<file path="src/rtl/mem_ex_pkg.sv">
`default_nettype none

package mem_ex_pkg;

    // queue geometry
    // number of slots between mem and ex
    localparam int q_length = 8;

    // operand datapath
    // value width of a single operand
    localparam int val_w = 32;
    // producer tag, shrunk down from the full ptcinfo record
    localparam int tag_w = 7;
    // source operands carried per micro-op
    localparam int n_ops = 4;

    // modifiable part of an entry
    // rewritten in place while the entry waits in the queue
    typedef struct packed {
        // id of this micro-op
        logic [tag_w-1:0] ptcid;
        // one bit per operand, set while still waiting
        logic [n_ops-1:0] wake;
        // operand values, index 0 is op1
        logic [n_ops-1:0][val_w-1:0] op_val;
        // tag of the producer each operand waits on
        logic [n_ops-1:0][tag_w-1:0] op_tag;
        // micro-op valid from mem
        logic valid;
    } mod_fields_t;

    // non-modifiable part of an entry
    // written once on push, never touched by wakeup
    typedef struct packed {
        // instruction pointer
        logic [31:0] eip;
        // operand size code
        logic [1:0] opsize;
        // alu function select
        logic [4:0] aluk;
        // destination address
        logic [31:0] dest_addr;
        // branch micro-op
        logic is_br;
        // memory destination
        logic is_mem;
        // code segment
        logic [15:0] cs;
        // flags this op may update
        logic [17:0] fmask;
        // condition select for cmov/jcc style ops
        logic [1:0] conditionals;
    } fixed_fields_t;

    // one full queue word
    // modifiable part in the upper bits, fixed part below
    typedef struct packed {
        mod_fields_t m;
        fixed_fields_t n;
    } entry_t;

    // modifiable parts of all slots side by side
    // slot i sits at index i
    typedef mod_fields_t [q_length-1:0] mod_vec_t;

    // result broadcast from execute
    typedef struct packed {
        // broadcast present this cycle
        logic valid;
        // producer tag being completed
        logic [tag_w-1:0] tag;
        // produced value
        logic [val_w-1:0] value;
    } result_t;

endpackage

`default_nettype wire
</file>
<file path="src/rtl/mem_ex_latches.sv">
`timescale 1ns/100ps
`default_nettype none

module mem_ex_latches (
    input  logic                        clk,
    input  logic                        rst_n,
    input  logic                        clr,
    input  logic                        wr,
    input  logic                        rd,
    input  mem_ex_pkg::mod_fields_t     m_din,
    input  mem_ex_pkg::fixed_fields_t   n_din,
    input  mem_ex_pkg::result_t         result,
    output logic                        full,
    output logic                        empty,
    output mem_ex_pkg::entry_t          dout
);

    import mem_ex_pkg::*;

    // current modifiable part of every slot
    mod_vec_t old_m_vector;
    // same after wakeup substitution
    mod_vec_t new_m_vector;
    // slots to rewrite at the next edge
    logic [q_length-1:0] modify_vector;

    // storage, pointers and flags
    queue_nm u_queue (
        .clk           (clk),
        .rst_n         (rst_n),
        .clr           (clr),
        .wr            (wr),
        .rd            (rd),
        .m_din         (m_din),
        .n_din         (n_din),
        .new_m_vector  (new_m_vector),
        .modify_vector (modify_vector),
        .full          (full),
        .empty         (empty),
        .old_m_vector  (old_m_vector),
        .dout          (dout)
    );

    // combinational tag match against the ex broadcast
    // loop closes through the queue registers, one cycle
    operand_wakeup u_wakeup (
        .old_m_vector  (old_m_vector),
        .result        (result),
        .new_m_vector  (new_m_vector),
        .modify_vector (modify_vector)
    );

endmodule

`default_nettype wire

</file>
<file path="src/rtl/operand_wakeup.sv">
`timescale 1ns/100ps
`default_nettype none

module operand_wakeup (
    input  mem_ex_pkg::mod_vec_t              old_m_vector,
    input  mem_ex_pkg::result_t               result,
    output mem_ex_pkg::mod_vec_t              new_m_vector,
    output logic [mem_ex_pkg::q_length-1:0]   modify_vector
);

    import mem_ex_pkg::*;

    // one bit per slot and operand
    // set when that operand picks up the broadcast
    logic [q_length-1:0][n_ops-1:0] hit;

    // tag compare
    // slot occupancy not checked, stale slots get overwritten on push
    always_comb begin
        for (int i = 0; i < q_length; i++) begin
            for (int j = 0; j < n_ops; j++) begin
                // still waiting and waiting on this producer
                hit[i][j] = result.valid
                         && old_m_vector[i].wake[j]
                         && (old_m_vector[i].op_tag[j] == result.tag);
            end
        end
    end

    // build replacement words
    // untouched fields pass through so a whole slot can be rewritten
    always_comb begin
        new_m_vector = old_m_vector;
        for (int i = 0; i < q_length; i++) begin
            for (int j = 0; j < n_ops; j++) begin
                if (hit[i][j]) begin
                    // forward the value
                    new_m_vector[i].op_val[j] = result.value;
                    // operand now ready
                    new_m_vector[i].wake[j]   = 1'b0;
                end
            end
        end
    end

    // a slot is rewritten when any of its operands woke up
    always_comb begin
        for (int i = 0; i < q_length; i++) begin
            modify_vector[i] = |hit[i];
        end
    end

endmodule

`default_nettype wire

</file>
<file path="src/rtl/queue_nm.sv">
`timescale 1ns/100ps
`default_nettype none

module queue_nm (
    input  logic                              clk,
    input  logic                              rst_n,
    input  logic                              clr,
    input  logic                              wr,
    input  logic                              rd,
    input  mem_ex_pkg::mod_fields_t           m_din,
    input  mem_ex_pkg::fixed_fields_t         n_din,
    input  mem_ex_pkg::mod_vec_t              new_m_vector,
    input  logic [mem_ex_pkg::q_length-1:0]   modify_vector,
    output logic                              full,
    output logic                              empty,
    output mem_ex_pkg::mod_vec_t              old_m_vector,
    output mem_ex_pkg::entry_t                dout
);

    import mem_ex_pkg::*;

    // pointer and occupancy widths
    localparam int ptr_w = $clog2(q_length);
    localparam int cnt_w = ptr_w + 1;

    // modifiable part of every slot, one packed vector
    mod_vec_t m_mem;
    // fixed part of every slot
    fixed_fields_t n_mem [q_length];

    // head and tail
    logic [ptr_w-1:0] rd_ptr;
    logic [ptr_w-1:0] wr_ptr;
    // entries currently held
    logic [cnt_w-1:0] count;

    // strobes after flag gating
    logic wr_en;
    logic rd_en;

    // advance with wrap at the last slot
    // also correct for a depth that is not a power of two
    function automatic logic [ptr_w-1:0] ptr_inc(input logic [ptr_w-1:0] p);
        if (p == ptr_w'(q_length - 1)) begin
            return '0;
        end
        return p + 1'b1;
    endfunction

    // flags straight from the count
    assign full  = (count == cnt_w'(q_length));
    assign empty = (count == '0);

    // full blocks a push even alongside a pop
    assign wr_en = wr && !full;
    // pop of an empty queue is dropped
    assign rd_en = rd && !empty;

    // pointers and count
    always_ff @(posedge clk) begin
        if (!rst_n) begin
            rd_ptr <= '0;
            wr_ptr <= '0;
            count  <= '0;
        end else if (clr) begin
            // branch recovery flush
            rd_ptr <= '0;
            wr_ptr <= '0;
            count  <= '0;
        end else begin
            if (wr_en) begin
                wr_ptr <= ptr_inc(wr_ptr);
            end
            if (rd_en) begin
                rd_ptr <= ptr_inc(rd_ptr);
            end
            // count moves only when exactly one side acts
            case ({wr_en, rd_en})
                2'b10: count <= count + 1'b1;
                2'b01: count <= count - 1'b1;
                default: count <= count;
            endcase
        end
    end

    // modifiable storage
    // a push into the slot wins over a wakeup of that slot
    always_ff @(posedge clk) begin
        for (int i = 0; i < q_length; i++) begin
            if (wr_en && (wr_ptr == ptr_w'(i))) begin
                m_mem[i] <= m_din;
            end else if (modify_vector[i]) begin
                m_mem[i] <= new_m_vector[i];
            end
        end
    end

    // fixed storage, only written on push
    always_ff @(posedge clk) begin
        if (wr_en) begin
            n_mem[wr_ptr] <= n_din;
        end
    end

    // every slot goes out to the wakeup compare
    assign old_m_vector = m_mem;

    // first word fall through
    // head is visible the edge after it was pushed
    always_comb begin
        dout.m = m_mem[rd_ptr];
        dout.n = n_mem[rd_ptr];
    end

endmodule

`default_nettype wire

</file>
<file path="config.mk">
export PLATFORM = sky130hd
export DESIGN_NAME = mem_ex_latches
export DESIGN_NICKNAME = d
export VERILOG_FILES = /design/src/rtl/mem_ex_pkg.sv /design/src/rtl/mem_ex_latches.sv /design/src/rtl/operand_wakeup.sv /design/src/rtl/queue_nm.sv
export SDC_FILE = /design/constraint.sdc
export NUM_CORES = 2
export LEC_CHECK = 0
export BUFFER_PORTS_ARGS = -buffer_cell sky130_fd_sc_hd__buf_2
export CORE_UTILIZATION = 45
export CTS_CLUSTER_DIAMETER = 60
export CTS_CLUSTER_SIZE = 40
export DETAILED_ROUTE_END_ITERATION = 16
export PLACE_DENSITY_LB_ADDON = 0.05
export REMOVE_ABC_BUFFERS = 1
export SYNTH_ARGS = -nofsm -noshare
export SYNTH_HDL_FRONTEND = slang
export SYNTH_SLANG_ARGS = --single-unit
</file>
<file path="constraint.sdc">
create_clock -name clk -period 26.4 [get_ports clk]
set_input_delay 5.28 -clock clk [delete_from_list [all_inputs] [get_ports clk]]
set_output_delay 5.28 -clock clk [all_outputs]
set_load 0.03 [all_outputs]
</file>
==> flow_summary.json <==
{
  "clk_pin_slew_worst_paths_ns": 0.07,
  "clock_power_share_pct": 39.5,
  "clk_latency_ns": 0.84,
  "grt_max_degree": 129,
  "place_area_um2": 105100,
  "grt_pass1_vias": 55838,
  "place_inst": 8884,
  "first_pass_iters": 5,
  "final_cells": 9265,
  "comb_power_share_pct": 7.4,
  "nNetsFinal": 6442,
  "root_buffer": "clkbuf_16",
  "routed_via_density": 5.851,
  "portBuffers": 600,
  "arrival_ns": 5.49,
  "crit_path_max_fanout": 86,
  "switching_share_pct": 24.89,
  "yosys.area.top_type": "edfxtp_1",
  "synth_ff_type": "edfxtp_1",
  "maxCapViolCount": 0,
  "dp_hpwl_mm": 172.2,
  "irDropWorstVdd_mv": 0.06495,
  "synth_cell_types": 41,
  "setup.worst_path.start_class": "flop",
  "core_um2": 219900,
  "synthToLayoutAreaGrowth_pct": 11.85,
  "ant_nets": 0,
  "cts-resized-gates": 0,
  "synthArstFlopShare_pct": 0,
  "slew_violations": 0,
  "required_ns": 21.12,
  "synth-seq-cells": 2229,
  "clockBufferDepth": 3,
  "fmax_ghz": 0.09284,
  "cts_setup_buffers": 0,
  "die_h_um": 472.8,
  "synth-edff-count": 2216,
  "finalSetupViolCount": 0,
  "finClkSkew_ns": 0.03094,
  "synth.area.top_cells": "edfxtp_1, mux4_2, a21o_1, mux2_2, and2_1",
  "die_w_um": 472.8,
  "fin_crit_ns": 10.77,
  "holdWs_ns": 0.5328,
  "finalHoldViolCount": 0,
  "postCtsHoldBufs": 0,
  "min_path_type": "reg2reg",
  "num_rows": 172,
  "h-tree-depth": 4,
  "slew_headroom_pct": 16.62,
  "routed_wl_mm": 303.4,
  "power_density_nw_per_um2": 66.66,
  "clock_sinks": 2229,
  "rsz0062_at_grt": "false",
  "cts_made_buffers": 181,
  "overflow": 0,
  "initial_core_util_pct": 45.36,
  "cts_tree": "built",
  "synth_area_um2": 99760,
  "vias": 54205,
  "p_int_w": 0.005586,
  "first_iter_violations": 5026,
  "status": "finished clean",
  "p_leak_nw": 39.93,
  "drive_gt1_share_pct": 31.22,
  "syn_inst": 5722,
  "worst_setup_path_end_kind": "primary output",
  "final_area_um2": 111600,
  "worst_slew_pin_slew_ns": 1.246,
  "p_sw_w": 0.001851,
  "fin_total_pwr_w": 0.007437,
  "fin_tns_setup_ns": 0,
  "grt_first_pass_wirelength_mm": 426.0,
  "gp_congestion": 0.8212,
  "seq_power_share_pct": 53.2,
  "gr-usage-all-layers_pct": 27.06,
  "syn_area_per_cell_um2": 17.43,
  "seq_area_frac_synth_pct": 66.97,
  "io_pins": 601,
  "path_class": "reg2out",
  "die_area_um2": 223600,
  "wl_per_cell_um": 32.75,
  "netlist.area_leader.share_pct": 66.71,
  "grt_antenna_before_repair": 121,
  "layout_worst_path_cycle_share_pct": 40.80,
  "yosysWarnings": 0,
  "drc_errors": 0
}
cells by family (layout without fill, tap and decap cells):
logic type / after synthesis / after routing / synth area share, %
adder cells (fa/ha/maj): 11 / 11 / 0.1380
multiplexers: 832 / 832 / 15.64
flip-flops: 2229 / 2229 / 66.97
AND/OR/NAND/NOR: 975 / 975 / 5.381
AO/OA/AOI/OAI: 943 / 943 / 6.989
XOR/XNOR: 227 / 227 / 1.993
other: 0 / 42 / 0
buffers and inverters: 505 / 1048 / 2.890
power by group through the flow:
stage                     combinational (W)  clock, W  sequential, W
final                              0.000547   0.00294        0.00395
after global routing               0.000584   0.00311        0.00396
after CTS                          0.000552   0.00300        0.00396
after detailed placement           0.000549         0        0.00404
after global placement             0.000545         0        0.00403
after floorplan                    0.000334         0        0.00404
stage by stage:
step	setup WS, ns	util (%)
after floorplan	6.217	-
after global placement	16.34	47.77
after detailed placement	16.33	47.77
after CTS	15.42	50.68
after global routing	15.16	50.70
final	15.63	50.73
layout make-up:
class	instances	area, µm²
inverter	15	117.6
clock inverter	149	1718
antenna	42	105.1
clock buffer	190	4691
tap	2958	3701
sequential	2229	66830
timing repair buffer	694	3921
multi-input combinational	2988	30490
fill	18352	108400
per-layer routing:
| metal | wire, µm | global-route usage, % |
|---|---|---|
| met1 | 121200 | 34.83 |
| met2 | 146500 | 44.15 |
| met3 | 24750 | 7.463 |
| met4 | 10370 | 9.174 |
| met5 | 619 | 0 |
layout by cell type (no fill, tap or decap), drive strengths merged:
cell type  instances
dfxtp             13
nand4             64
diode             42
bufinv             6
ha                11
a21oi              9
nor4               1
buf              694
nand3b             2
and3b              1
a2111o             1
nand3              4
nor2              42
nor2b            226
nand2            305
clkbuf           190
mux4             554
and2             320
or3                3
nor3b              1
o41ai              1
mux2i              1
clkinvlp          13
clkinv            44
xnor2            160
mux2             277
nor3               4
inv              101
xor2              67
a21o             896
edfxtp          2216
o21ai             36
or4b               1
nand2b             1
Yosys cell counts, drive strengths merged (2+ instances only):
cell / count
xor2: 67
nand3: 4
ha: 11
buf: 336
xnor2: 160
dfxtp: 13
mux2: 277
or3: 3
edfxtp: 2216
mux4: 554
clkbuf: 154
nor3: 4
nand3b: 2
o21ai: 36
a21oi: 9
nor2b: 226
a21o: 896
and2: 320
nand2: 305
clkinv: 2
inv: 13
nand4: 64
nor2: 42
registers in the layout (all words and copies together) (netlist names), named ones only:
name and cells:
u_queue.n_mem 872, u_queue.count 4, u_queue.old_m_vector 1344, u_queue.wr_ptr 3, u_queue.rd_ptr 3
path summary, 6_finish.rpt:
| check | from | end | slack (ns) | cells past startpoint |
|---|---|---|---|---|
| worst max-delay path | u_queue.rd_ptr[0] | dout[239] | 15.63 | 6 |
| worst min-delay path | u_queue.count[3] | u_queue.count[3] | 0.53 | 2 |
| worst max register to register | u_queue.count[1] | u_queue.old_m_vector[1149] | 21.96 | 9 |
| worst min register to register | u_queue.count[3] | u_queue.count[3] | 0.53 | 2 |
critical path, cell delays in order, from the launching register on:
cell and delay [ns]:
dfxtp_4 0.86, buf_4 0.88, buf_12 0.63, buf_4 0.86, mux4_2 0.60, mux2_2 0.27, buf_2 0.25
(Power assumes the default switching activity.)
